[src/one_shot.sv]
`timescale 1ns/1ps

module one_shot #(
	parameter int PULSE_WIDTH   = 1,
	parameter int DEAD_TIME     = 50_000_000,
	parameter int COUNTER_WIDTH = $clog2(PULSE_WIDTH + DEAD_TIME + 1)
) (
	input  logic cclk,
	input  logic reset,
	input  logic trigger,
	output logic pulse,
	output logic one_shot
);

	logic                     trigger_q;
	logic                     rise;
	// counts down through the pulse and then the dead time
	logic [COUNTER_WIDTH-1:0] count;

	assign rise = trigger & ~trigger_q;

	always_ff @(posedge cclk) begin
		if (reset) begin
			trigger_q <= 1'b0;
			count <= '0;
		end else begin
			trigger_q <= trigger;
			if (count != '0) begin
				count <= count - 1'b1;
			end else if (rise) begin
				count <= COUNTER_WIDTH'(PULSE_WIDTH + DEAD_TIME);
			end
		end
	end

	// top PULSE_WIDTH counts are the pulse itself
	assign pulse = count > COUNTER_WIDTH'(DEAD_TIME);

	// busy until the dead time runs out, a held button never retriggers
	assign one_shot = count != '0;

endmodule

[config.mk]
export PLATFORM = sky130hd
export DESIGN_NAME = one_shot
export DESIGN_NICKNAME = d
export VERILOG_FILES = /design/src/one_shot.sv
export SDC_FILE = /design/constraint.sdc
export NUM_CORES = 1
export LEC_CHECK = 0
export BUFFER_PORTS_ARGS = -buffer_cell sky130_fd_sc_hd__buf_2
export CAP_MARGIN = 10
export CORE_MARGIN = 2
export CORE_UTILIZATION = 36
export CTS_BUF_LIST = sky130_fd_sc_hd__clkbuf_16
export DETAILED_ROUTE_END_ITERATION = 12
export PLACE_DENSITY_LB_ADDON = 0.05
export SLEW_MARGIN = 10
export SYNTH_ARGS = -nofsm -noshare
export SYNTH_HDL_FRONTEND = slang
export SYNTH_SLANG_ARGS = --single-unit
[constraint.sdc]
create_clock -name cclk -period 2.4 [get_ports cclk]
set_input_delay 0.36 -clock cclk [delete_from_list [all_inputs] [get_ports cclk]]
set_output_delay 0.36 -clock cclk [all_outputs]
set_load 0.01 [all_outputs]
==> summary.md <==
| Metric | Value |
|---|---|
| Status | complete, no violations |
| Synth top area cells | dfxtp_1, a211oi_1, nor2_1, nor3_1, a21oi_1 |
| Die H | 67.9 µm |
| H-tree depth reported by CTS | 1 |
| CP cell instances | inv_1 > ha_1 > nor4b_4 > and4_1 > nand2_1 > buf_2 |
| Share of layout cells above drive strength 1 | 14.8% |
| Max-slew headroom | 67.5% |
| Period utilization | 91.6% |
| Pins Over Slew Limit | 0 |
| Max Cap Viol | 0 |
| Row cnt | 23 |
| DR vias | 1275 |
| Syn Nets | 173 |
| Top cell type's share of synthesized area | 36.7% |
| Clk root buf | clkbuf_16 |
| Sequential share of the synthesized area | 36.7% |
| Inserted Diodes | 0 |
| Final hold viol count | 0 |
| Largest net degree at the start of global routing | 22 |
| Post-Synth Simple-Gate Area | 31.9% |
| Worst Setup SP | count[0] |
| DRC viols | 0 |
| Vias in the first global route | 1121 |
| I/O pins | 5 |
| Synth Flop Type | dfxtp_1 |
| Global-route wire length before repair | 5510 µm |
| Synth-to-Final Area Change | 13.2% |
| Cells after Synth | 168 |
| Avg WL per Cell | 15.2 µm |
| Largest stage delay on the critical path | 350 ps |
| Multiplexer share of the synthesized area | 0.765% |
| Area of the mapped netlist | 1470 µm² |
| FMAX | 0.455 GHz |
| Synth Area in XOR/XNOR | 4.17% |
| Synth Area in Adders | 1.70% |
| Synth Warn # | 0 |
| Critical hold path startpoint | trigger |
| Clk buf depth | 2 |
| Clk sinks | 27 |
| Initial Util | 37.1% |
| Net count, final | 182 |
| Setup TNS | 0 ps |
| Initial DRC count | 68 |
| Die W | 67.9 µm |
| Syn_area_per_cell | 8.76 µm² |
| Yosys reg bits | 27 |
| First-pass iteration count of the detailed router | 4 |
| CP required | 2040 ps |
| Setup CP Type | flop to output port |
| Synth cell types | 46 |
| RePlAce Congestion | 0.847 |
| Final min period | 2200 ps |
| DR vias/cell | 5.64 |
| Worst-skew pair later-pin latency | 260 ps |
| Number of synthesized flops with an enable pin | 0 |
| Core region area | 3970 µm² |
| Crit. End Element | output port |
| RR Startpoint | count[0] |
| Antenna-violating nets left | 0 |
| HP Class | primary input to flop |
| Num CTS Buffers | 3 |
| Die area | 4610 µm² |
| Data arrival time of the critical path | 1840 ps |
| Asr flop ratio synth | 0% |
| Filler instances | 416 |
| Crit Path Max Fanout | 6 |
| Clock skew | 2.29 ps |
| Largest family of logic cells by synthesized area | simple AND/OR/NAND/NOR gates |
| Complex-gate fraction of the synthesized area | 21.8% |
| Slew @ Worst Pin | 483 ps |
| CTS tree | built |
| Most frequent cells in the layout | dfxtp_1, nor2_1, nor3_1, a21oi_1, a211oi_1 |
| Largest area contributor in the netlist | dfxtp_1 |
| Initial antenna violation count | 0 |
| Port bufs | 4 |
| RSZ-0062 raised after global routing | no |
| Slowest cell on the critical path | dfxtp_1 |
| Final WL | 3430 µm |
| # setup viols final | 0 |
| Clock Pin Slew Worst Setup and Hold Paths | 70 ps |
| Total GRT Usage | 15.8% |
| DP Wirelength | 2480 µm |
| Commonest non-fill, non-tap cell in the layout | dfxtp_1 |
| Worst setup SP type | flop |
| GRT Residual Overflow | 0 |
[kinds of logic after synthesis]
family	count (synthesis)
xor gates and xnor gates	7
muxes	1
buffers and inverters	11
DFF	27
and+or+nand+nor	76
AOI/OAI and AO/OA	44
adders and majority gates	2
[worst max-delay path, delay by kind of cell, from the launching register on]
family        cells  cell delay (ps)
simple gates      3              770
flops             1              350
buf+inv           2              290
fa+ha+maj         1              170
[through the flow]
step | area (µm²) | setup WS [ps] | util (%) | hold WS, ps | std cells
detailed placement | 1570 | 236 | 39.6 | 495 | 222
global placement | 1570 | 272 | 39.6 | 496 | 222
global route | 1670 | 61.8 | 41.9 | 338 | 226
finish | 1670 | 202 | 41.9 | 334 | 226
floorplan | 1470 | 421 | - | 468 | 168
CTS | 1660 | 96.3 | 41.7 | 336 | 226
[state kept, by name (all words and copies together) (netlist names)]
register	cells
count	26
trigger_q	1
[layer usage]
metal	up-vias	global-route usage (%)	part of all wire (%)
li1	668	-	-
met1	598	21.5	50
met2	5	25.0	48
met3	4	2.63	1.3
met4	0	5.50	1.2
met5	-	0	0
[timing repair]
| action | in CTS | in global routing |
|---|---|---|
| hold buffers | 0 | 0 |
| endpoints found under the setup margin | 0 | 1 |
| buffers inserted | 0 | 0 |
| gates resized for setup | 0 | 1 |
[synthesized netlist by cell type, types with 3 or more instances]
cell type,count
dfxtp_1,27
nor2_1,16
nor3_1,11
a211oi_1,10
a21oi_1,10
nor4_1,8
nand2_1,6
nand4_1,6
inv_1,5
or4_1,5
a311oi_1,4
clkbuf_1,4
o21a_1,4
o21ai_0,4
xnor2_1,4
nand2b_1,3
xor2_1,3
[final cells by class]
type                            instances  area, µm²  share of cell area, %
Timing Repair Buffer                   10       65.1                   3.91
Tap cell                               50       62.6                   3.76
Multi-Input combinational cell        130        896                   53.8
Sequential cell                        27        541                   32.5
Clock buffer                            3       75.1                   4.51
Inverter                                5       18.8                   1.13
Clock inverter                          1       7.51                  0.451
[path summary, 6_finish.rpt]
kind	endpoint	slack [ps]	depth (start not counted)
setup / recovery	one_shot	200	6
hold reg to reg	count[12]	500	2
setup reg to reg	count[20]	290	7
hold / removal	trigger_q	330	2
Power is left out: the tool's default activity adds up to more than one toggle a clock period on the data nets, which glitch-free logic cannot reach.
