--- config.mk ---
export PLATFORM = sky130hd
export DESIGN_NAME = run_control
export DESIGN_NICKNAME = d
export VERILOG_FILES = /design/src/board_pkg.sv /design/src/run_control.sv
export SDC_FILE = /design/constraint.sdc
export NUM_CORES = 1
export LEC_CHECK = 0
export ABC_CLOCK_PERIOD_IN_PS = 1200
export BUFFER_PORTS_ARGS = -buffer_cell sky130_fd_sc_hd__buf_2
export CAP_MARGIN = 20
export CORE_AREA = 5 5 42 44
export DETAILED_ROUTE_END_ITERATION = 6
export DIE_AREA = 0 0 47 49
export PLACE_DENSITY = 0.52
export SETUP_SLACK_MARGIN = 0.3
export SLEW_MARGIN = 40
export SYNTH_ARGS = -nofsm -noshare
export SYNTH_HDL_FRONTEND = slang
export SYNTH_SLANG_ARGS = --single-unit
--- constraint.sdc ---
create_clock -name cclk -period 1.2 [get_ports cclk]
set_clock_uncertainty 0.15 [all_clocks]
set_input_delay 0.06 -clock cclk [delete_from_list [all_inputs] [get_ports cclk]]
set_output_delay 0.06 -clock cclk [all_outputs]
set_load 0.01 [all_outputs]
--- src/board_pkg.sv ---
package board_pkg;

	// 16-bit instruction word, opcode on top and operand below
	localparam int OPCODE_W  = 4;
	localparam int OPERAND_W = 12;
	localparam int INSTR_W   = OPCODE_W + OPERAND_W;

	// run control, HALTED is the state after reset
	typedef enum logic [1:0] {
		RUN    = 2'd0,
		HALTED = 2'd1,
		STEP   = 2'd2
	} run_state_t;

	// core phases, WRITEBACK only for loads
	typedef enum logic [1:0] {
		FETCH     = 2'd0,
		EXEC      = 2'd1,
		WRITEBACK = 2'd2
	} core_state_t;

	// any code not listed here runs as a nop
	typedef enum logic [OPCODE_W-1:0] {
		OP_ADDI  = 4'h1,
		OP_LOAD  = 4'h2,
		OP_STORE = 4'h3,
		OP_JUMP  = 4'h4
	} opcode_t;

endpackage

--- src/run_control.sv ---
`timescale 1ns/1ps

module run_control #(
	parameter int ADDR_W = 8
) (
	input  logic              cclk,
	input  logic              reset,
	input  logic              step_mode,
	input  logic              step_pulse,
	input  logic              instr_done,
	input  logic [ADDR_W-1:0] pc,
	input  logic              break_ena,
	input  logic [ADDR_W-1:0] break_addr,
	output logic              core_ena,
	output logic              halted
);

	board_pkg::run_state_t state;
	// set on continue so we can leave a breakpoint address
	logic                  skip_break;
	logic                  break_hit;

	// pc already shows the next instruction at instr_done
	assign break_hit = break_ena & ~skip_break & (pc == break_addr);

	always_ff @(posedge cclk) begin
		if (reset) begin
			state <= board_pkg::HALTED;
			skip_break <= 1'b0;
		end else begin
			case (state)
				board_pkg::HALTED: begin
					if (step_pulse) begin
						if (step_mode) begin
							state <= board_pkg::STEP;
						end else begin
							state <= board_pkg::RUN;
							skip_break <= 1'b1;
						end
					end
				end
				board_pkg::STEP: begin
					if (instr_done) state <= board_pkg::HALTED;
				end
				board_pkg::RUN: begin
					if (instr_done) begin
						skip_break <= 1'b0;
						if (step_mode || break_hit) state <= board_pkg::HALTED;
					end
				end
				default: state <= board_pkg::HALTED;
			endcase
		end
	end

	// ena only drops on an instruction boundary
	assign core_ena = (state == board_pkg::RUN) || (state == board_pkg::STEP);
	assign halted = state == board_pkg::HALTED;

endmodule

==> impl_metrics.toml, run 1 <==
[outcome]
status = "finished clean"

[drt]
wl_per_cell_um = 9.156
wirelength_um = 705
drt-pass1-iter-count = 2
final_antenna_net_count = 0
vias_per_cell = 4.195
vias = 323
drt-initial-drc-count = 7
drcViolationCount = 0

[cells_and_area]
n_antenna_cell = 0
final_util = 0.3232
drive_above_1_share = 0.5410
layout.nets = 84
final_cell_mix = "buf_2 (22), xor2_1 (8), nor2_1 (7)"
layout_commonest_cell = "buf_2"
fin_cells = 77
fillers = 162
area_growth_pct = 86.60

[setup_path]
r2r_cells = 4
cpLargestDelayFamily = "flip-flops"
cp.arrival_ps = 850
timing.rr.start = "state[0]"
critPathKind = "reg2out"
r2r_setup_slack_ps = 150
worstSetupEndpointType = "output port"
critPathMaxStageDelay_ps = 350
worstPathCellList = "nor2b_4, buf_6"
required_ps = 990
slowest_stage = "dfxtp_4"
worstSetupStartpointType = "flip-flop"
critPathLaunch = "state[0]"
r2r-end = "skip_break"
path_buf_inv = 1
cp_max_fo = 5

[clock_network]
clk_pin_slew_ps = 40
htree_num_levels = 1
cts_buffers = 3
cts.sinks = 3
clock_latency_ps = 230
root_buffer = "clkbuf_4"
cts_buffer_depth = 2
cts_tree = "done"

[pwr]
ir_worst_vdd_v = 0.0003435
finalPower_uw = 436.4
p_per_area_nw_per_um2 = 963.4
p_leak_uw = 0.0002320

[timing]
hold_slack_ps = 1.976
finalCritPeriodShare = 0.8811
fin_setup_tns_ps = 0
relSlewSlack = 0.8744
final-hold-violation-count = 0
worstMarginPinSlew_ps = 186.8
fin_crit_ps = 1057
maxSlewViolCount = 0
fmaxAchievable_mhz = 945.8
rsz0062_at_grt = "true"
setup_viol = 0

[synth]
netlist_instances = 32
synth_nets = 54
ys_ff_latch = 3
syn-cell-area_um2 = 242.7
ys_warn_count = 0
seq_area_frac_synth = 0.2474
yosysUniqueCellTypes = 15
synth.avg_cell_area_um2 = 7.585

[grt]
grt_pass1_vias = 306
track_usage = 0.06408
grt_max_degree = 6
grt-ovfl-total = 0
grt_pass1_wl_um = 1055
antenna_found_initial = 0

[floorplanning]
initial_core_util = 0.1732
io_pins = 24
std_cell_rows = 14
die_h_um = 49
core-area_um2 = 1401
dieArea_um2 = 2303
die_x_um = 47

[place]
port_buffers = 23
placed_cells = 71
place.gp.congestion = 0.6865
hpwlAfterDp_um = 600.5

[min_path]
whs_endpoint = "state[1]"
hold_depth = 3
min_from = "step_pulse"
hold_path_class = "in2reg"

[flow_run]
drv_cap = 0
[cell type report]
class | instances | area [um2] | share of cell area
multi-input combinational | 28 | 198.9 | 0.4392
timing repair buffer | 25 | 138.9 | 0.3066
sequential | 3 | 65.06 | 0.1436
clock buffer | 4 | 26.28 | 0.05801
tap | 16 | 20.02 | 0.04420
inverter | 1 | 3.754 | 0.008287
[state kept, by name, indices dropped and copies added (netlist names)]
name and cells:
skip_break 1, state 2
[cell usage after synthesis (all sizes together)]
library cell  number  area share
a211oi             1       0.031
a21oi              2       0.041
a32oi              1       0.036
dfxtp              3        0.25
inv                1       0.015
nand2              1       0.015
nand2b             1       0.026
nand3              1       0.021
nor2               7        0.11
nor2b              1       0.026
nor3               2       0.041
nor3b              1       0.031
nor4               1       0.052
o21ai              1       0.021
xor2               8        0.29
[stage by stage]
step | worst slack, ps | cell area, um2
6_report | 142.7 | 452.9
5_1_grt | 103.6 | 452.9
4_1_cts | 131.8 | 442.9
3_5_place_dp | 90.77 | 394.1
3_3_place_gp | 125.0 | 394.1
2_1_floorplan | 149.0 | 259.0
[cells by family (layout without fill, tap and decap cells)]
group / Yosys count / count (layout) / synth area share
AOI/OAI and AO/OA: 5 / 5 / 0.1289
DFF: 3 / 3 / 0.2474
and+or+nand+nor: 15 / 15 / 0.3196
buffers and inverters: 1 / 30 / 0.01545
xor gates and xnor gates: 8 / 8 / 0.2887
[worst max path at each step]
stage,end,cells after the start
finish,halted,2
global route,skip_break,4
CTS,halted,2
detailed placement,skip_break,4
global placement,skip_break,4
floorplan,skip_break,4
[worst reg2reg max path, delay by kind of cell, from the launching register on]
kind               cells  cell delay, ps
and+or+nand+nor        3             310
DFF                    1             340
AOI/OAI and AO/OA      1             170
[repair_timing]
action                                  in CTS  in global routing
gates cloned                                 0                  0
endpoints found under the setup margin       5                  5
gates resized for setup                      3                  1
buffers inserted                             0                  1
endpoints found under the hold margin        3                  0
pin swaps                                    2                  0
hold buffers                                 1                  0
[report_power, final]
| group | internal (uW) | total, uW | switching (uW) |
|---|---|---|---|
| clock network | 124 | 175 | 50.3 |
| logic | 81.8 | 141 | 59.0 |
| registers | 111 | 121 | 9.43 |
[metal layers]
layer / track usage / vias to the layer above / wire [um]
met2: 0.08824 / 14 / 349
met5: 0 / - / 0
met3: 0.02583 / 2 / 96
met4: 0.05530 / 0 / 7
li1: - / 168 / -
met1: 0.07253 / 139 / 253
No activity file was read; power rests on OpenSTA's default activity.
==> run 2, diff against run 1 <==
SETUP_SLACK_MARGIN = 0.05   (was 0.3)
==> impl_metrics.toml, run 2 (synthesis gave the netlist of run 1 again) <==
[clock_network]
cts_buffer_depth = 2
cts_buffers = 3
cts_tree = "done"
htree_num_levels = 1
clk_pin_slew_ps = 40
cts.sinks = 3
root_buffer = "clkbuf_4"
clock_latency_ps = 230

[setup_path]
worstSetupEndpointType = "output port"
r2r_setup_slack_ps = 150
worstSetupStartpointType = "flip-flop"
critPathMaxStageDelay_ps = 350
critPathLaunch = "state[0]"
slowest_stage = "dfxtp_2"
worstPathCellList = "nor2b_4, buf_2"
r2r-end = "skip_break"
cp.arrival_ps = 880
cp_max_fo = 5
required_ps = 990
timing.rr.start = "state[0]"
r2r_cells = 4
critPathKind = "reg2out"

[timing]
setup_viol = 0
worstMarginPinSlew_ps = 186.3
fmaxAchievable_mhz = 918.9
fin_crit_ps = 1088
final-hold-violation-count = 0
relSlewSlack = 0.8747
maxSlewViolCount = 0
fin_setup_tns_ps = 0
finalCritPeriodShare = 0.9069
rsz0062_at_grt = "true"

[cells_and_area]
largest_registers = "state x2, skip_break x1"
area_growth_pct = 88.14
layout_commonest_cell = "buf_2"
design_area_um2 = 456.7
largest_reg_flops = 2
final_cell_mix = "buf_2 (22), xor2_1 (8), nor2_1 (6)"
fillers = 172
n_antenna_cell = 0
drive_above_1_share = 0.5410
regMostFlops = "state"
layout.nets = 84

[min_path]
min_from = "step_pulse"
hold_path_class = "in2reg"
whs_endpoint = "state[1]"
hold_depth = 3

[floorplanning]
die_h_um = 49
io_pins = 24
core-area_um2 = 1401
std_cell_rows = 14
die_x_um = 47
initial_core_util = 0.1732
dieArea_um2 = 2303

[grt]
grt_pass1_wl_um = 1159
antenna_found_initial = 0
track_usage = 0.07314
grt-ovfl-total = 0
grt_pass1_vias = 328
grt_max_degree = 6

[drt]
drcViolationCount = 0
final_antenna_net_count = 0
drt-initial-drc-count = 6
wl_per_cell_um = 9.571
wirelength_um = 737
drt-pass1-iter-count = 4
vias_per_cell = 4.338
vias = 334

[place]
port_buffers = 23
placed_area_um2 = 377.9
place.gp.congestion = 0.6786
hpwlAfterDp_um = 639.3

[pwr]
p_per_area_nw_per_um2 = 957.2
p_seq_frac = 0.280
pwr-share-comb = 0.311
p_int_uw = 313.5
finalPower_uw = 437.1
p_leak_uw = 0.0002309
clkPwrFrac = 0.408
switching_share = 0.2828
ir_worst_vdd_v = 0.0002693
p_sw_uw = 123.6

[outcome]
status = "finished clean"

[flow_run]
drv_cap = 0
run 2: metal layers:
metal / vias to the layer above / part of all wire / track usage
met4: 0 / 0 / 0.06912
li1: 168 / - / -
met3: 0 / 0.14 / 0.04059
met1: 148 / 0.35 / 0.07002
met2: 18 / 0.51 / 0.1041
met5: - / 0 / 0
run 2: power groups by stage:
stage | combinational (uW) | sequential, uW | clock [uW]
2_1_floorplan | 60.2 | 118 | 0
3_3_place_gp | 116 | 119 | 0
3_5_place_dp | 117 | 120 | 0
4_1_cts | 127 | 119 | 189
5_1_grt | 155 | 124 | 191
6_report | 136 | 122 | 179
run 2: how the worst max path moves through the flow:
stage,slack [ps],endpoint,cells past startpoint
2_1_floorplan,70,state[0],4
3_3_place_gp,110,skip_break,4
3_5_place_dp,70,skip_break,4
4_1_cts,50,skip_break,4
5_1_grt,30,skip_break,4
6_report,110,halted,2
run 2: layout make-up:
class | instances | area, um2 | share of cell area
clock buffer | 4 | 26.28 | 0.05753
timing repair buffer | 25 | 137.6 | 0.3014
multi-input combinational | 28 | 206.4 | 0.4521
inverter | 1 | 3.754 | 0.008219
sequential | 3 | 62.56 | 0.1370
tap | 16 | 20.02 | 0.04384
run 2: worst max-delay path, delay by kind of cell (launching register included):
| kind | cells | cell delay [ps] |
|---|---|---|
| DFF | 1 | 350 |
| and+or+nand+nor | 1 | 160 |
| buffers and inverters | 1 | 140 |
run 2: stage by stage:
| step | hold slack [ps] | utilization | setup WS (ps) | instances |
|---|---|---|---|---|
| after floorplan | -17.62 | - | 72.88 | 32 |
| after global placement | 131.3 | 0.2696 | 113.1 | 71 |
| after detailed placement | 132.7 | 0.2696 | 69.28 | 71 |
| after CTS | 0.9172 | 0.3080 | 51.91 | 77 |
| after global routing | 67.61 | 0.3259 | 32.40 | 77 |
| final | 21.01 | 0.3259 | 111.8 | 77 |
run 2: timing repair:
item                                   in CTS  in global routing
setup endpoints to repair                   1                  3
resized for setup                           2                  8
setup buffers                               0                  0
hold buffers                                2                  0
endpoints found under the hold margin       3                  0
pin swaps                                   0                  3
