==> config.mk <==
export PLATFORM = sky130hd
export DESIGN_NAME = accum_core_flat
export DESIGN_NICKNAME = d
export VERILOG_FILES = /design/src/board_pkg.sv /design/src/mem_port_if.sv /design/src/accum_core.sv /design/src/flat_wrapper.sv
export SDC_FILE = /design/constraint.sdc
export NUM_CORES = 1
export LEC_CHECK = 0
export ABC_AREA = 1
export BUFFER_PORTS_ARGS = -buffer_cell sky130_fd_sc_hd__buf_2
export CELL_PAD_IN_SITES_DETAIL_PLACEMENT = 1
export CELL_PAD_IN_SITES_GLOBAL_PLACEMENT = 2
export CORE_MARGIN = 2
export CORE_UTILIZATION = 27
export CTS_CLUSTER_DIAMETER = 120
export DETAILED_ROUTE_END_ITERATION = 10
export PLACE_DENSITY = 0.78
export SLEW_MARGIN = 5
export SYNTH_ARGS = -nofsm -noshare
export SYNTH_HDL_FRONTEND = slang
export SYNTH_SLANG_ARGS = --single-unit
==> constraint.sdc <==
create_clock -name cclk -period 2.5 [get_ports cclk]
set_input_delay 0.5 -clock cclk [delete_from_list [all_inputs] [get_ports cclk]]
set_output_delay 0.5 -clock cclk [all_outputs]
set_load 0.03 [all_outputs]
==> src/board_pkg.sv <==
package board_pkg;

	// 16-bit instruction word, opcode on top and operand below
	localparam int OPCODE_W  = 4;
	localparam int OPERAND_W = 12;
	localparam int INSTR_W   = OPCODE_W + OPERAND_W;

	// run control, HALTED is the state after reset
	typedef enum logic [1:0] {
		RUN    = 2'd0,
		HALTED = 2'd1,
		STEP   = 2'd2
	} run_state_t;

	// core phases, WRITEBACK only for loads
	typedef enum logic [1:0] {
		FETCH     = 2'd0,
		EXEC      = 2'd1,
		WRITEBACK = 2'd2
	} core_state_t;

	// any code not listed here runs as a nop
	typedef enum logic [OPCODE_W-1:0] {
		OP_ADDI  = 4'h1,
		OP_LOAD  = 4'h2,
		OP_STORE = 4'h3,
		OP_JUMP  = 4'h4
	} opcode_t;

endpackage

==> src/mem_port_if.sv <==
`timescale 1ns/1ps

interface mem_port_if #(
	parameter int ADDR_W = 8,
	parameter int DATA_W = 16
) ();

	logic [ADDR_W-1:0] addr;
	logic              wr_ena;
	logic [DATA_W-1:0] wr_data;
	// valid one cycle after addr
	logic [DATA_W-1:0] rd_data;

	modport master (output addr, output wr_ena, output wr_data, input rd_data);

	modport memory (input addr, input wr_ena, input wr_data, output rd_data);

endinterface

==> src/accum_core.sv <==
`timescale 1ns/1ps

module accum_core #(
	parameter int ADDR_W = 8,
	parameter int DATA_W = 16
) (
	input  logic              cclk,
	input  logic              reset,
	input  logic              ena,
	mem_port_if.master        mem,
	output logic [ADDR_W-1:0] pc,
	output logic [DATA_W-1:0] acc,
	output logic              instr_done
);

	board_pkg::core_state_t         state;
	board_pkg::core_state_t         state_next;
	board_pkg::opcode_t             opcode;
	logic [board_pkg::OPERAND_W-1:0] operand;
	logic [ADDR_W-1:0]              pc_q;
	logic [ADDR_W-1:0]              pc_next;
	logic [DATA_W-1:0]              acc_q;
	logic [DATA_W-1:0]              acc_next;

	// instruction word arrives during EXEC
	assign opcode = board_pkg::opcode_t'(mem.rd_data[board_pkg::INSTR_W-1 -: board_pkg::OPCODE_W]);
	assign operand = mem.rd_data[board_pkg::OPERAND_W-1:0];

	always_comb begin
		mem.addr = pc_q;
		mem.wr_ena = 1'b0;
		mem.wr_data = acc_q;
		if (state == board_pkg::EXEC &&
				(opcode == board_pkg::OP_LOAD || opcode == board_pkg::OP_STORE)) begin
			mem.addr = operand[ADDR_W-1:0];
			mem.wr_ena = ena && (opcode == board_pkg::OP_STORE);
		end
	end

	always_comb begin
		state_next = state;
		pc_next = pc_q;
		acc_next = acc_q;
		instr_done = 1'b0;
		if (ena) begin
			case (state)
				board_pkg::FETCH: state_next = board_pkg::EXEC;
				board_pkg::EXEC: begin
					state_next = board_pkg::FETCH;
					pc_next = pc_q + 1'b1;
					instr_done = 1'b1;
					case (opcode)
						board_pkg::OP_ADDI: acc_next = acc_q + DATA_W'(operand);
						board_pkg::OP_LOAD: begin
							// one more cycle for the read data
							state_next = board_pkg::WRITEBACK;
							instr_done = 1'b0;
						end
						board_pkg::OP_JUMP: pc_next = operand[ADDR_W-1:0];
						default: ;
					endcase
				end
				board_pkg::WRITEBACK: begin
					acc_next = mem.rd_data;
					state_next = board_pkg::FETCH;
					instr_done = 1'b1;
				end
				default: state_next = board_pkg::FETCH;
			endcase
		end
	end

	always_ff @(posedge cclk) begin
		if (reset) begin
			state <= board_pkg::FETCH;
			pc_q <= '0;
			acc_q <= '0;
		end else begin
			state <= state_next;
			pc_q <= pc_next;
			acc_q <= acc_next;
		end
	end

	// next pc, so run control sees where the core goes at instr_done
	assign pc = pc_next;
	assign acc = acc_q;

endmodule

==> src/flat_wrapper.sv <==
// flat-port wrapper written by rule: the top's interface ports become plain ports
module accum_core_flat 
#(
	parameter int ADDR_W = 8,
	parameter int DATA_W = 16
)
  (cclk, reset, ena, pc, acc, instr_done, mem_addr, mem_wr_ena, mem_wr_data, mem_rd_data);
  mem_port_if #(.ADDR_W(ADDR_W), .DATA_W(DATA_W)) mem_i ();
  input  logic cclk;
  input  logic reset;
  input  logic ena;
  output logic [ADDR_W-1:0] pc;
  output logic [DATA_W-1:0] acc;
  output logic instr_done;
  output wire logic [$bits(mem_i.addr)-1:0] mem_addr;
  output wire logic [$bits(mem_i.wr_ena)-1:0] mem_wr_ena;
  output wire logic [$bits(mem_i.wr_data)-1:0] mem_wr_data;
  input wire logic [$bits(mem_i.rd_data)-1:0] mem_rd_data;
  assign mem_addr = mem_i.addr;
  assign mem_wr_ena = mem_i.wr_ena;
  assign mem_wr_data = mem_i.wr_data;
  assign mem_i.rd_data = mem_rd_data;
  accum_core #(.ADDR_W(ADDR_W), .DATA_W(DATA_W)) u_core (.cclk(cclk), .reset(reset), .ena(ena), .mem(mem_i), .pc(pc), .acc(acc), .instr_done(instr_done));
endmodule
==> results of run 1 <==
synth_stat cells, types with 3 or more instances:
| cell | count | area (µm²) |
|---|---|---|
| o211ai_1 | 10 | 75.1 |
| xor2_1 | 5 | 43.8 |
| buf_4 | 16 | 120 |
| o21ai_0 | 15 | 75.1 |
| nor2_1 | 33 | 124 |
| ha_1 | 16 | 200 |
| buf_2 | 3 | 15.0 |
| xnor2_1 | 3 | 26.3 |
| dfxtp_1 | 26 | 521 |
| nand3_1 | 24 | 120 |
| a21oi_1 | 34 | 170 |
| inv_1 | 58 | 218 |
| nor3_1 | 4 | 20.0 |
| nand2_1 | 120 | 450 |
| clkbuf_1 | 4 | 15.0 |
| a21oi_2 | 3 | 26.3 |
how the worst max path moves through the flow:
stage	cells after the start	start	endpoint
3_5_place_dp	7	mem_rd_data[13]	pc[7]
6_report	8	u_core.state[1]$_SDFFE_PP0P_	pc[7]
4_1_cts	10	u_core.pc_q[0]$_SDFF_PP0_	pc[6]
5_1_grt	10	u_core.pc_q[0]$_SDFF_PP0_	pc[6]
2_1_floorplan	4	mem_rd_data[15]	mem_addr[3]
3_3_place_gp	9	mem_rd_data[13]	pc[5]
area by class of cell:
type	instances	share of cell area
timing repair buffer	75	0.136
tap	108	0.0467
multi-input combinational	286	0.530
clock inverter	1	0.0104
clock buffer	3	0.0143
timing repair inverter	1	0.00173
inverter	60	0.0800
sequential	26	0.182
metal layers:
layer | routed length, µm | vias to the layer above | global-route usage | part of all wire
met1 | 3600 | 1239 | 0.210 | 0.48
met2 | 3490 | 56 | 0.269 | 0.47
met4 | 57 | 0 | 0.0327 | 0.0077
met5 | 0 | - | 0 | 0
li1 | - | 1357 | - | -
met3 | 281 | 4 | 0.0204 | 0.038
registers in the layout, indices dropped and copies added (netlist names):
name,cells
u_core.pc_q,8
u_core.state,2
u_core.acc,16
per-stage QoR:
stage / worst slack (ns) / hold slack [ns] / util / std cells
global route: 0.00758 / 0.536 / 0.330 / 560
detailed placement: 0.310 / 0.503 / 0.319 / 555
floorplan: 0.322 / 0.481 / - / 397
global placement: 0.351 / 0.482 / 0.319 / 555
CTS: 0.0309 / 0.520 / 0.328 / 559
finish: 0.183 / 0.511 / 0.330 / 560
worst reg2reg max path, delay by kind of cell, from the launching register on:
| kind | cells | cell delay [ns] |
|---|---|---|
| AO/OA/AOI/OAI | 2 | 0.29 |
| XOR/XNOR | 1 | 0.13 |
| adder cells (fa/ha/maj) | 2 | 0.64 |
| flip-flops | 1 | 0.37 |
| AND/OR/NAND/NOR | 4 | 0.39 |
where the power goes:
group | switching, mW | internal, mW | total [mW] | leakage (nW)
clock | 0.169 | 0.215 | 0.383 | 0.0357
sequential | 0.0141 | 0.428 | 0.442 | 0.212
combinational | 0.221 | 0.105 | 0.327 | 1.38
total | 0.404 | 0.748 | 1.15 | 1.63
placed cells by master, fill, tap and decap left out, types with 2 or more instances in the layout:
master / netlist / layout
mux2_2: 2 / 2
o21ai_0: 15 / 15
nor2_1: 33 / 32
a21oi_2: 3 / 3
nand3_1: 24 / 24
and2_1: 2 / 2
buf_4: 16 / 7
buf_2: 3 / 68
o22ai_1: 2 / 2
ha_1: 16 / 15
dfxtp_1: 26 / 24
nor3_1: 4 / 4
nand2_1: 120 / 120
a21oi_1: 34 / 34
xor2_1: 5 / 5
a31oi_1: 2 / 2
inv_1: 58 / 58
clkbuf_8: 0 / 3
xnor2_1: 3 / 3
o211ai_1: 10 / 10
logic make-up after synthesis:
logic type,Yosys count
DFF,26
adders and majority gates,17
AOI/OAI and AO/OA,68
and+or+nand+nor,191
xor gates and xnor gates,8
muxes,2
buffers and inverters,85
==> qor.yml, run 1 <==
routed_wl_mm: 7.43
fin_tns_setup_ns: 0
cts_tree: "built"
cpMaxStageDelayCell: "dfxtp_1"
antenna_found_initial: 0
cts_setup_buffers: 0
finalCritPeriodShare: 0.927
die_h_um: 99.1
worstRegToRegCells: 9
n_fill_cell: 1194
synth-seq-cells: 26
start_kind: "register"
r2r_start: "u_core.acc[0]$_SDFFE_PP0P_"
skew_ns: 0.00410
ff2ff_setup_slack_ns: 0.61
cp.required_ns: 2.00
yosysWarnings: 0
root_buffer: "clkbuf_8"
synth_enable_flop_cells: 0
finalPower_mw: 1.15
status: "finished, final reports clean"
cts-hold-fix-buffers: 0
drt_pass1_iterations: 4
crit_arrival_ns: 1.82
async_flop_share: 0
yosysSeqAreaShare: 0.213
endpoint_kind: "primary output"
rsz0062_at_grt: "false"
path_class: "register to primary output"
whs_endpoint: "u_core.acc[9]$_SDFFE_PP0P_"
synthCells: 397
synthToLayoutAreaGrowth_pct: 18.4
detail-route-antenna-nets: 0
die_x_um: 99.1
path_cells: "inv_1 -> ha_2 -> nand2_4 -> buf_4 -> a21oi_1 -> or2_2 -> nand2_1 -> buf_2"
grt_start_max_net_pins: 20
stdcell_area_um2: 2890
yosys.area_share.simple: 0.328
grt_util_all_layers: 0.156
cp_top_family: "simple AND/OR/NAND/NOR gates"
drv_slew: 0
fp-row-count: 34
clock_path_buffers: 2
drive_gt1_frac: 0.217
synthFlopType: "dfxtp_1"
cp.buffers_inverters: 3
multiInputGateArea_um2: 1530
portBuffers: 68
place_congestion: 0.797
seq_area_um2: 526
hold_path_startpoint: "u_core.acc[9]$_SDFFE_PP0P_"
cap_violations: 0
critPathMaxFanout: 7
power_density_nw_per_um2: 398
max_freq_ghz: 0.432
dpl.hpwl_mm: 5.99
synth_mux_area_frac: 0.00922
cts_resized: 0
setup_viol: 0
io-pin-count: 69
period_needed_ns: 2.32
drc_errors: 0
synth_adder_area_share: 0.0901
first_global_vias: 2633
wl_per_cell_um: 13.3
synth-compound-area-share: 0.167
synth.net_count: 433
r2r_end: "u_core.acc[8]$_SDFFE_PP0P_"
viasPerCell: 4.74
overflow: 0
vias: 2656
hold_viol: 0
n_antenna_cell: 0
avgSynthCellArea_um2: 6.16
clkSlewWorstSetupHoldPaths_ns: 0.11
synthXorXnorAreaFrac: 0.0287
slowest_delay_ns: 0.35
die_area_um2: 9830
insertion_delay_ns: 0.28
synth_cell_types: 34
synth_top_family_by_area: "simple AND/OR/NAND/NOR gates"
worstMarginPinSlew_ns: 0.349
nets: 489
cts_made_buffers: 3
drt_iter0_drc: 62
start_util: 0.279
max_slew_margin: 0.767
core_um2: 8760
whs_path_depth: 2
placed_area_um2: 2800
htreeDepth: 1
hp-class: "register to register"
clkSinkCount: 26
peakVddDrop_mv: 0.202
grt_pass1_wl_mm: 12.6
power_leakage_nw: 1.63
synthesis.area_um2: 2440
(Power assumes the default switching activity.)
==> inputs of run 2 (changes only) <==
==> constraint.sdc (replaced) <==
create_clock -name cclk -period 2.5 [get_ports cclk]
set_input_delay 0.25 -clock cclk [delete_from_list [all_inputs] [get_ports cclk]]
set_output_delay 0.25 -clock cclk [all_outputs]
set_load 0.03 [all_outputs]
==> run 2 against run 1 <==
Net effect:
- clock-buffer cell count stayed put
- critical endpoint is now mem_addr[2]
- sequential share of layout area is 0.12 points higher
- cell area is 1.6% lower
- utilization is 0.53 points lower
- cell count is 0.71% lower
- largest cell class unchanged
- maximum frequency is 1.7% higher
- power hardly changed
- via count is 1.1% lower
- first-iteration DRC count is 16% lower
- sequential power hardly changed
==> qor.yml, run 2 (synthesis gave the netlist of run 1 again) <==
status: "finished, final reports clean"
finalPower_mw: 1.15
power_leakage_nw: 1.61
hp-class: "input pin to register"
place_congestion: 0.814
path_class: "register to primary output"
slowest_delay_ns: 0.45
cts_setup_buffers: 0
cp.required_ns: 2.25
die_x_um: 99.1
synthToLayoutAreaGrowth_pct: 16.5
cpMaxStageDelayCell: "mux2_2"
cts_tree: "built"
path_cells: "inv_1 -> ha_1 -> nand3_1 -> mux2_2 -> buf_2"
endpoint_kind: "primary output"
clkSlewWorstSetupHoldPaths_ns: 0.12
layout_commonest_cell: "nand2_1"
cp_top_family: "multiplexers"
cp.buffers_inverters: 2
peakVddDrop_mv: 0.230
nets: 485
critPathMaxFanout: 14
drc_errors: 0
finalCritPeriodShare: 0.912
rsz0062_at_grt: "false"
cts-hold-fix-buffers: 0
wl_per_cell_um: 13.7
htreeDepth: 1
die_h_um: 99.1
root_buffer: "clkbuf_8"
start_util: 0.279
io-pin-count: 69
drt_pass1_iterations: 4
worstMarginPinSlew_ns: 0.574
insertion_delay_ns: 0.29
clkSinkCount: 26
setup_viol: 0
post-route-util: 0.325
viasPerCell: 4.72
clock_path_buffers: 2
crit_arrival_ns: 2.03
core_um2: 8760
grt_pass1_wl_mm: 12.4
grt_util_all_layers: 0.155
cap_violations: 0
seq_area_um2: 520
hold_viol: 0
power_density_nw_per_um2: 405
drv_slew: 0
drt_iter0_drc: 52
first_global_vias: 2547
max_freq_ghz: 0.439
detail-route-antenna-nets: 0
grt_start_max_net_pins: 20
start_kind: "register"
n_fill_cell: 1186
cts_resized: 0
placed_area_um2: 2780
fin_tns_setup_ns: 0
portBuffers: 68
n_antenna_cell: 0
place_ws_ns: 0.573
fin_ws_ns: 0.221
routed_wl_mm: 7.64
mostFrequentLayoutCells: "120 x nand2_1, 68 x buf_2, 58 x inv_1, 34 x a21oi_1, 33 x nor2_1"
period_needed_ns: 2.28
overflow: 0
cts_made_buffers: 3
stdcell_area_um2: 2850
max_slew_margin: 0.616
multiInputGateArea_um2: 1520
dpl.hpwl_mm: 6.06
skew_ns: 0.0110
vias: 2626
fp-row-count: 34
antenna_found_initial: 0
drive_gt1_frac: 0.199
largest_reg_flops: 16
die_area_um2: 9830
## run 2: stage by stage
stage | hold WS [ns] | instances
after floorplan | 0.393 | 397
final | 0.261 | 556
after global placement | 0.483 | 552
after CTS | 0.255 | 556
after global routing | 0.270 | 556
after detailed placement | 0.502 | 552
## run 2: worst paths after layout
path / from / endpoint / slack, ns / cells past startpoint
worst max-delay path: u_core.state[1]$_SDFFE_PP0P_ / mem_addr[2] / 0.22 / 5
worst min-delay path: mem_rd_data[0] / u_core.acc[0]$_SDFFE_PP0P_ / 0.26 / 3
worst max register to register: u_core.acc[0]$_SDFFE_PP0P_ / u_core.acc[8]$_SDFFE_PP0P_ / 0.65 / 9
worst min register to register: u_core.acc[11]$_SDFFE_PP0P_ / u_core.acc[11]$_SDFFE_PP0P_ / 0.52 / 2
## run 2: final cells by class
cell class	count	share of cell area
multi-input combinational	286	0.535
sequential	26	0.183
timing repair buffer	72	0.130
inverter	60	0.0800
tap	108	0.0475
clock buffer	3	0.0145
clock inverter	1	0.0105
## run 2: power by group
group / internal (mW) / switching [mW] / total [mW] / leakage (nW)
Clock: 0.215 / 0.173 / 0.388 / 0.0357
Sequential: 0.428 / 0.0143 / 0.442 / 0.211
Combinational: 0.103 / 0.219 / 0.322 / 1.37
Total: 0.746 / 0.407 / 1.15 / 1.61
## run 2: worst register-to-register path, cell delays in order (launching register included)
cell and delay (ns):
dfxtp_1 0.37, ha_1 0.23, fa_1 0.40, nand2_1 0.09, nand2_1 0.06, and2_1 0.17, a21oi_1 0.17, xnor2_1 0.13
nand2_1 0.06, a21oi_1 0.11
## run 2: metal layers
| layer | routed length (µm) | vias to the layer above | GRT usage |
|---|---|---|---|
| li1 | - | 1343 | - |
| met1 | 3730 | 1233 | 0.211 |
| met2 | 3630 | 48 | 0.269 |
| met3 | 240 | 2 | 0.0204 |
| met4 | 36 | 0 | 0.0242 |
| met5 | 0 | - | 0 |
