<file path="src/debouncer.sv">
`timescale 1ns/1ps

module debouncer #(
	parameter int   CYCLES        = 1_000_000,
	parameter int   COUNTER_WIDTH = $clog2(CYCLES + 1),
	parameter logic RESET_VALUE   = 1'b1
) (
	input  logic cclk,
	input  logic reset,
	input  logic bouncy,
	output logic debounced
);

	// cycles the input has differed from the stable level
	logic [COUNTER_WIDTH-1:0] count;

	always_ff @(posedge cclk) begin
		if (reset) begin
			debounced <= RESET_VALUE;
			count <= '0;
		end else if (bouncy == debounced) begin
			// glitch ended, start over
			count <= '0;
		end else if (count == COUNTER_WIDTH'(CYCLES - 1)) begin
			// held long enough, take the new level
			debounced <= bouncy;
			count <= '0;
		end else begin
			count <= count + 1'b1;
		end
	end

endmodule

</file>
<file path="config.mk">
export PLATFORM = sky130hd
export DESIGN_NAME = debouncer
export DESIGN_NICKNAME = d
export VERILOG_FILES = /design/src/debouncer.sv
export SDC_FILE = /design/constraint.sdc
export NUM_CORES = 1
export LEC_CHECK = 0
export BUFFER_PORTS_ARGS = -buffer_cell sky130_fd_sc_hd__buf_2
export CORE_MARGIN = 2
export CORE_UTILIZATION = 55
export CTS_BUF_LIST = sky130_fd_sc_hd__clkbuf_4
export DETAILED_ROUTE_END_ITERATION = 6
export GPL_TIMING_DRIVEN = 0
export PLACE_DENSITY_LB_ADDON = 0.05
export SLEW_MARGIN = 20
export SYNTH_ARGS = -nofsm -noshare
export SYNTH_HDL_FRONTEND = slang
export SYNTH_SLANG_ARGS = --single-unit
</file>
<file path="constraint.sdc">
create_clock -name cclk -period 2.4 [get_ports cclk]
set_input_delay 0.36 -clock cclk [delete_from_list [all_inputs] [get_ports cclk]]
set_output_delay 0.36 -clock cclk [all_outputs]
set_load 0.05 [all_outputs]
</file>
==> qor.csv, run 1 <==
stage,metric,value,unit
place,place_congestion,0.853,
yosys,yosys.area.top_type,dfxtp_1,
routing,vias,796,
clock_network,postCtsHoldBufs,0,
routing,first_iter_violations,11,
setup_path,cp-startpoint,count[2]$_SDFF_PP0_,
clock_network,cts_buffer_depth,2,
power,power.static_leakage,0.292,nW
layout,stdcell_area,0.00102,mm²
setup_path,r2r_end,count[13]$_SDFF_PP0_,
floorplan,coreArea,0.00169,mm²
floorplan,start_util,56.9,%
routing,drc_errors,0,
setup_path,cpMaxStageDelayCell,o21ai_2,
floorplan,fp-row-count,15,
yosys,synthXorXnorAreaFrac,12.8,%
place,dp_hpwl,1230,µm
layout,postLayoutCoreUtil,60.7,%
timing,fmax,507,MHz
setup_path,critical_path.max_stage_delay,0.44,ns
clock_network,cts_tree,yes,
job,cap_violations,0,
power,ir_worst_vdd,477,µV
yosys,synth_cells,111,
setup_path,crit_end,count[13]$_SDFF_PP0_,
setup_path,r2r-start,count[2]$_SDFF_PP0_,
routing,firstDrtPassIters,4,
setup_path,cp_top_family,simple AND/OR/NAND/NOR gates,
routing,wl_per_cell,12.5,µm
yosys,synth_top_cell_area_share,43.8,%
power,power.density,518,mW/mm²
clock_network,htree_num_levels,1,
yosys,yosysWarnings,0,
timing,setup_viol,0,
clock_network,path_clk_slew,0.12,ns
global_routing,antenna_found_initial,0,
hold_path,hold_path.class,in -> reg,
global_routing,gr-total-overflow,0,
setup_path,path_class,reg -> reg,
timing,tightest_slew,0.537,ns
timing,rsz0062_at_grt,false,
clock_network,clk_latency,0.31,ns
routing,drt-vias-per-instance,5.90,
timing,finalCritPeriodShare,82.3,%
setup_path,cp-end-kind,register,
setup_path,crit_buf_inv,1,
yosys,netlist_area,961,µm²
floorplan,ios,4,
layout,area_delta_synth_final,6.64,%
clock_network,cts_buffers,3,
global_routing,grtUsageTotal,19.4,%
floorplan,die_h,45.8,µm
yosys,synth_fa_ha_area_share,1.30,%
floorplan,die_w,45.8,µm
setup_path,cp_max_fo,10,
setup_path,worstPathCellList,nand3_1 -> nand4bb_1 -> o21ai_2 -> buf_4 -> nor2_1,
timing,clock-skew-final,0.0170,ns
clock_network,cts_root_buf,clkbuf_4,
yosys,synthTopCellsByArea,"dfxtp_1 (44%), xnor2_1 (11%), nor2_1 (7.8%)",
timing,setup_tns,0,ns
place,io_buffers,3,
setup_path,reg2reg_depth,5,
yosys,avgSynthCellArea,8.66,µm²
yosys,yosys.area_share.simple,30.3,%
timing,timing.hold.ws,0.231,ns
setup_path,arrival,2.17,ns
clock_network,cts_setup_buffers,0,
timing,final_max_slew_viol_count,0,
yosys,synth.area.mux_share,0,%
routing,wl,1690,µm
yosys,syn-num-nets,115,
yosys,ys_ff_latch,21,
outcome,status,"finished, final reports clean",
global_routing,grt_pass1_vias,701,
routing,drtAntennaViolNets,0,
yosys,synth_top_family_by_area,simple AND/OR/NAND/NOR gates,
setup_path,critPathRequiredTime,2.59,ns
layout,antenna_cells,0,
layout,drive_above_1_share,11.0,%
setup_path,ff2ff_setup_slack,0.43,ns
timing,fin_crit,1.97,ns
yosys,synth.yosys.seq_area_share,43.8,%
global_routing,grt_pass1_wl,2900,µm
floorplan,dieArea,0.00210,mm²
yosys,synthDistinctLibCells,26,
yosys,synth_compound_area_share,8.72,%
setup_path,worst-path-stages,5,
setup_path,start_kind,register,
timing,slew_headroom,63.9,%
global_routing,grt_max_degree,13,
layout,nNetsFinal,123,
timing,hold_violations,0,
place,place_area,997,µm²
clock_network,cts-resized-gates,0,
clock_network,numClockSinks,21,
## metal layers
| metal | vias to the layer above | share of wire, % | track usage, % |
|---|---|---|---|
| li1 | 407 | - | - |
| met1 | 371 | 50 | 24.0 |
| met2 | 14 | 45 | 31.3 |
| met3 | 4 | 4.1 | 7.54 |
| met4 | 0 | 1.2 | 5.71 |
| met5 | - | 0 | 0 |
## final cells by class
class	instances	area, µm²
sequential	21	420
inverter	6	22.5
buffer	1	7.51
timing repair buffer	3	15.0
fill	154	664
clock inverter	1	5.00
clock buffer	3	22.5
tap	17	21.3
multi-input combinational	83	510
## per-stage QoR
| step | worst slack [ns] | cells | power (mW) |
|---|---|---|---|
| after floorplan | 0.725 | 111 | 0.368 |
| after global placement | 0.489 | 131 | 0.373 |
| after detailed placement | 0.437 | 131 | 0.374 |
| after CTS | 0.402 | 135 | 0.540 |
| after global routing | 0.254 | 135 | 0.552 |
| final | 0.426 | 135 | 0.531 |
## synthesized netlist by cell type, drive strengths merged
master	instances
xor2	2
o21a	1
nor4b	1
xnor2	12
ha	1
o21ai	3
buf	1
or4	3
inv	6
nand2	5
nand4	7
nor2	20
nor3	5
nand4bb	1
nand3	5
o31ai	2
dfxtp	21
or3	5
a211o	1
a21oi	5
a31o	1
nor4	3
## sequential cells by signal (all words and copies together) (netlist names)
signal / cells
count: 20
debounced: 1
## power by group
part	total (mW)	internal [mW]	switching [mW]
logic	0.0134	0.00475	0.00862
registers	0.352	0.350	0.00203
clock network	0.166	0.0622	0.104
total	0.531	0.417	0.114
## cells in the final DEF (no fill, tap or decap), types with 3 or more instances in the layout
cell and n:
nor4_1 3, inv_1 6, a21oi_1 5, or3_1 4, xnor2_1 12, nand3_1 5, buf_2 3, clkbuf_4 3
nor3_1 5, nor2_1 20, nand2_1 5, dfxtp_1 21, nand4_1 6
## worst min-delay path by stage
stage | from | to | slack, ns | cells after the start
floorplan | reset | count[2]$_SDFF_PP0_ | 0.44 | 1
global placement | count[0]$_SDFF_PP0_ | count[0]$_SDFF_PP0_ | 0.46 | 1
detailed placement | count[0]$_SDFF_PP0_ | count[0]$_SDFF_PP0_ | 0.47 | 1
CTS | reset | count[2]$_SDFF_PP0_ | 0.22 | 2
global route | reset | count[2]$_SDFF_PP0_ | 0.24 | 2
finish | reset | count[2]$_SDFF_PP0_ | 0.23 | 2
## cell families after synthesis
group,Yosys count
flops,21
buf+inv,7
simple gates,55
compound gates,13
xor+xnor,14
fa+ha+maj,1
No activity file was read; power rests on OpenSTA's default activity.
==> run 2, diff against run 1 <==
==> constraint.sdc (replaced) <==
create_clock -name cclk -period 1.6 [get_ports cclk]
set_input_delay 0.24 -clock cclk [delete_from_list [all_inputs] [get_ports cclk]]
set_output_delay 0.24 -clock cclk [all_outputs]
set_load 0.05 [all_outputs]
==> run 2 against run 1 <==
The flow now finishes with violations (setup timing). Flip-flop and latch count unchanged. Critical endpoint is now count[14]$_SDFF_PP0_. Routed wire length up 32%. First-iteration DRC count up 120%. Via count up 11%. Sequential share of layout area down 6.3 points.
==> qor.csv, run 2 (same netlist as run 1, synthesis figures left out) <==
stage,metric,value,unit,change
floorplan,fp-row-count,15,,unchanged
setup_path,path_class,reg -> reg,,
timing,tightest_slew,0.317,ns,-0.220 ns
timing,fin_crit,1.65,ns,-0.322 ns
timing,timing.hold.ws,0.0966,ns,-0.135 ns
place,place_congestion,0.852,,-0.14%
clock_network,path_clk_slew,0.12,ns,about the same
timing,slew_headroom,78.7,%,+15 points
layout,nNetsFinal,139,,+13%
clock_network,cts_tree,yes,,
clock_network,cts_buffers,3,,unchanged
clock_network,postCtsHoldBufs,0,,unchanged
routing,wl,2240,µm,+32%
timing,setup_ws,-0.0519,ns,-0.478 ns
outcome,status,"finished, violations left",,
floorplan,die_h,45.8,µm,unchanged
clock_network,numClockSinks,21,,unchanged
routing,drtAntennaViolNets,0,,unchanged
global_routing,gr-total-overflow,0,,unchanged
routing,wl_per_cell,14.8,µm,+18%
floorplan,ios,4,,unchanged
setup_path,start_kind,register,,
timing,hold_violations,0,,unchanged
place,dp_hpwl,1220,µm,-1.2%
timing,rsz0062_at_grt,true,,
global_routing,grt_pass1_wl,3450,µm,+19%
global_routing,grt_max_degree,12,,-1
routing,first_iter_violations,24,,+13
layout,drive_above_1_share,44.8,%,+34 points
setup_path,cp-end-kind,register,,
timing,fmax,605,MHz,+20%
global_routing,antenna_found_initial,0,,unchanged
layout,layout_common_cells,"buf_4 (14), nor2_1 (13), xnor2_1 (12), dfxtp_2 (9), dfxtp_1 (8)",,
setup_path,crit_top_cell,or3_4,,
global_routing,grt_pass1_vias,782,,+12%
hold_path,hold_path.class,in -> reg,,
place,io_buffers,3,,unchanged
power,ir_worst_vdd,422,µV,-12%
layout,mostFrequentLayoutCell,buf_4,,
timing,clock-skew-final,0.00441,ns,-0.0126 ns
place,place_inst,131,,unchanged
setup_path,arrival,1.85,ns,-0.32 ns
clock_network,clk_latency,0.31,ns,about the same
setup_path,critical_path.max_stage_delay,0.37,ns,-0.07 ns
routing,firstDrtPassIters,4,,unchanged
global_routing,grtUsageTotal,23.6,%,+4.2 points
floorplan,start_util,56.9,%,unchanged
power,power.density,651,mW/mm²,+25%
setup_path,worstPathCellList,or3_4 -> or3_4 -> o21ai_4 -> buf_4 -> a21oi_1,,
layout,largest_reg_flops,20,,unchanged
layout,antenna_cells,0,,unchanged
clock_network,htree_num_levels,1,,unchanged
floorplan,coreArea,0.00169,mm²,unchanged
layout,top_regs,"count: 20 flops, debounced: 1 flops",,
clock_network,cts_root_buf,clkbuf_4,,
layout,final_cells,151,,+12%
routing,drc_errors,0,,unchanged
layout,area_delta_synth_final,34.0,%,
timing,setup_viol,19,,+19
setup_path,cpMaxStageDelayCell,dfxtp_4,,
power,power.static_leakage,0.402,nW,+38%
layout,postLayoutCoreUtil,76.2,%,+16 points
floorplan,dieArea,0.00210,mm²,unchanged
routing,vias,887,,+11%
job,cap_violations,0,,unchanged
outcome,violations,setup timing,,
clock_network,cts_buffer_depth,2,,unchanged
routing,drt-vias-per-instance,5.87,,-0.38%
timing,final_max_slew_viol_count,0,,unchanged
layout,regMostFlops,count,,
timing,finalCritPeriodShare,103,%,+21 points
setup_path,critPathRequiredTime,1.80,ns,-0.79 ns
floorplan,die_w,45.8,µm,unchanged
setup_path,cp_max_fo,4,,-6
place,dp_slack,-0.225,ns,-0.663 ns
run 2: cell count changes in the layout (fill, tap and decap cells not counted), moves of 3 or more:
cell and delta:
a21oi_1 -4, a21oi_2 +4, buf_4 +13, buf_6 +3, dfxtp_1 -13, dfxtp_2 +9, dfxtp_4 +4, nor2_1 -7
nor2_2 +7
run 2: through the flow:
step                      TNS (ns)  area (µm²)  power [mW]
final                       -0.635        1290       0.838
after global routing         -1.52        1290       0.866
after CTS                   -0.155        1220       0.831
after detailed placement     -3.02        1020       0.562
after global placement       -2.71        1020       0.562
after floorplan                  0         985       0.554
run 2: power breakdown:
group          leakage (nW)  internal [mW]  switching, mW
registers             0.177          0.519        0.00390
clock network        0.0184          0.114          0.165
logic                 0.207         0.0163         0.0195
run 2: final cells by class:
type                    count  area [µm²]
repair buffers             19         143
multi-input cells          83         613
inverters                   6        22.5
fillers                   123         402
plain buffers               1        11.3
well taps                  17        21.3
clock buffers               4        30.0
flip-flops and latches     21         447
run 2: repair_timing:
| action | in CTS | in global routing |
|---|---|---|
| gates resized for setup | 20 | 18 |
| pin swaps | 14 | 4 |
| setup endpoints to repair | 20 | 20 |
| buffers inserted | 15 | 0 |
| gates cloned | 0 | 1 |
run 2: path summary, 6_finish.rpt:
check,from,to,slack (ns),cells after the start
max,count[11]$_SDFF_PP0_,count[14]$_SDFF_PP0_,-0.05,5
min,reset,count[2]$_SDFF_PP0_,0.1,2
max reg2reg,count[11]$_SDFF_PP0_,count[14]$_SDFF_PP0_,-0.05,5
min reg2reg,count[0]$_SDFF_PP0_,count[0]$_SDFF_PP0_,0.48,1
run 2: worst max-delay path, delay by kind of cell, from the launching register on:
family | cells | cell delay [ns]
AOI/OAI and AO/OA | 2 | 0.27
buffers and inverters | 1 | 0.17
DFF | 1 | 0.37
and+or+nand+nor | 2 | 0.72
run 2: layer usage:
metal	track usage [%]	vias up	wire, µm
li1	-	441	-
met1	30.4	403	1020
met2	37.2	32	1020
met3	5.95	11	137
met4	10.3	0	65
met5	0	-	0
==> run 3, diff against run 2 <==
--- a/config.mk
+++ b/config.mk
@@ -11,6 +11,7 @@
 export CTS_BUF_LIST = sky130_fd_sc_hd__clkbuf_4
 export DETAILED_ROUTE_END_ITERATION = 6
 export GPL_TIMING_DRIVEN = 0
+export MAX_ROUTING_LAYER = met4
 export PLACE_DENSITY_LB_ADDON = 0.05
 export SLEW_MARGIN = 20
 export SYNTH_ARGS = -nofsm -noshare
==> run 3 against run 2 <==
The run still ends with setup timing left. Power is essentially flat. Combinational power about the same. Sequential share of layout area stayed put. Flip-flop and latch count unchanged. Non-clock buffer count is the same. Die area unchanged. First-iteration DRC count unchanged. Global-route usage rose by 0.69 points. Maximum frequency hardly changed. Critical path depth unchanged. Critical endpoint unchanged. Worst setup slack improved by 0.0015 ns.
==> qor.csv, run 3 (same netlist as run 1, synthesis figures left out) <==
stage,metric,value,unit,change
routing,wl_per_cell,14.8,µm,-0.31%
timing,setup_ws,-0.0504,ns,+0.00151 ns
timing,setup_viol,19,,unchanged
setup_path,worstPathCellList,or3_4 -> or3_4 -> o21ai_4 -> buf_4 -> a21oi_1,,
global_routing,grtUsageTotal,24.3,%,+0.69 points
timing,finalCritPeriodShare,103,%,about the same
place,place_area,0.00102,mm²,unchanged
layout,stdcell_area,0.00129,mm²,unchanged
global_routing,antenna_found_initial,0,,unchanged
outcome,violations,setup timing,,
setup_path,cp-startpoint,count[11]$_SDFF_PP0_,,
clock_network,htree_num_levels,1,,unchanged
place,place_congestion,0.865,,+1.6%
timing,fmax,606,MHz,about the same
setup_path,critical_path.max_stage_delay,0.37,ns,about the same
layout,postLayoutCoreUtil,76.2,%,unchanged
timing,hold_violations,0,,unchanged
setup_path,crit_top_cell,or3_4,,
clock_network,postCtsHoldBufs,0,,unchanged
layout,regMostFlops,count,,
routing,drtAntennaViolNets,0,,unchanged
setup_path,arrival,1.85,ns,about the same
floorplan,die_w,45.8,µm,unchanged
global_routing,grt_pass1_vias,781,,-0.13%
layout,area_delta_synth_final,34.0,%,unchanged
timing,fin_crit,1.65,ns,-0.00151 ns
setup_path,cp_max_fo,4,,unchanged
clock_network,cts_buffers,3,,unchanged
floorplan,dieArea,0.00210,mm²,unchanged
clock_network,path_clk_slew,0.12,ns,about the same
routing,vias,888,,+0.11%
routing,drt-vias-per-instance,5.88,,+0.11%
setup_path,cp-end-kind,register,,
floorplan,die_h,45.8,µm,unchanged
hold_path,hold_path.class,in -> reg,,
place,dp_slack,-0.225,ns,unchanged
timing,final_max_slew_viol_count,0,,unchanged
layout,top_regs,"count: 20 flops, debounced: 1 flops",,
clock_network,cts_tree,yes,,
setup_path,critPathRequiredTime,1.80,ns,about the same
setup_path,crit_buf_inv,1,,unchanged
power,finalPower,0.838,mW,about the same
setup_path,start_kind,register,,
place,dp_hpwl,1220,µm,unchanged
floorplan,coreArea,0.00169,mm²,unchanged
clock_network,clk_latency,0.31,ns,about the same
setup_path,cp_top_family,simple AND/OR/NAND/NOR gates,,
clock_network,numClockSinks,21,,unchanged
timing,timing.hold.ws,0.0961,ns,-0.000517 ns
hold_path,worstHoldStart,reset,,
floorplan,fp-row-count,15,,unchanged
power,power.static_leakage,0.402,nW,unchanged
layout,antenna_cells,0,,unchanged
routing,wl,2230,µm,-0.31%
job,cap_violations,0,,unchanged
outcome,status,"finished, violations left",,
power,ir_worst_vdd,421,µV,about the same
timing,slew_headroom,78.7,%,about the same
floorplan,start_util,56.9,%,unchanged
global_routing,grt_pass1_wl,3460,µm,+0.17%
setup_path,cpMaxStageDelayCell,dfxtp_4,,
routing,firstDrtPassIters,4,,unchanged
setup_path,r2r-start,count[11]$_SDFF_PP0_,,
place,io_buffers,3,,unchanged
layout,drive_above_1_share,44.8,%,unchanged
layout,layout_common_cells,"buf_4 (14), nor2_1 (13), xnor2_1 (12), dfxtp_2 (9), dfxtp_1 (8)",,
layout,largest_reg_flops,20,,unchanged
clock_network,cts_root_buf,clkbuf_4,,
power,power.density,651,mW/mm²,about the same
timing,clock-skew-final,0.00454,ns,+0.000127 ns
global_routing,gr-total-overflow,0,,unchanged
clock_network,cts_buffer_depth,2,,unchanged
setup_path,path_class,reg -> reg,,
layout,mostFrequentLayoutCell,buf_4,,
routing,drc_errors,0,,unchanged
timing,rsz0062_at_grt,true,,
layout,nNetsFinal,139,,unchanged
routing,first_iter_violations,24,,unchanged
floorplan,ios,4,,unchanged
global_routing,grt_max_degree,12,,unchanged
timing,tightest_slew,0.317,ns,-0.00000131 ns
==> run 3: what timing repair did <==
action	in CTS	in global routing
resized for setup	20	18
gates cloned	0	1
pin swaps	14	4
buffers inserted	15	0
endpoints found under the setup margin	20	20
==> run 3: layer usage <==
layer	part of all wire (%)	global-route usage (%)
met5	0	-
met4	3.2	10.3
met3	5.7	5.95
met2	45	37.2
met1	46	30.4
==> run 3: final cells by class <==
class                   count  area (µm²)
repair buffers             19         143
flip-flops and latches     21         447
multi-input cells          83         613
inverters                   6        22.5
clock buffers               4        30.0
fillers                   123         402
well taps                  17        21.3
plain buffers               1        11.3
==> run 3: final timing paths <==
check,slack [ns],cells past startpoint,end
max,-0.05,5,count[14]$_SDFF_PP0_
min,0.1,2,count[2]$_SDFF_PP0_
max reg2reg,-0.05,5,count[14]$_SDFF_PP0_
min reg2reg,0.48,1,count[0]$_SDFF_PP0_
==> run 3: where the power goes <==
group	internal, mW	leakage (nW)	switching, mW
clock network	0.114	0.0184	0.165
logic	0.0163	0.207	0.0195
registers	0.519	0.177	0.00390
total	0.649	0.402	0.188
==> run 3: through the flow <==
step                      std cells  setup TNS [ns]
after floorplan                 111               0
after global placement          131           -2.71
after detailed placement        131           -3.02
after CTS                       150          -0.155
after global routing            151           -1.52
final                           151          -0.583
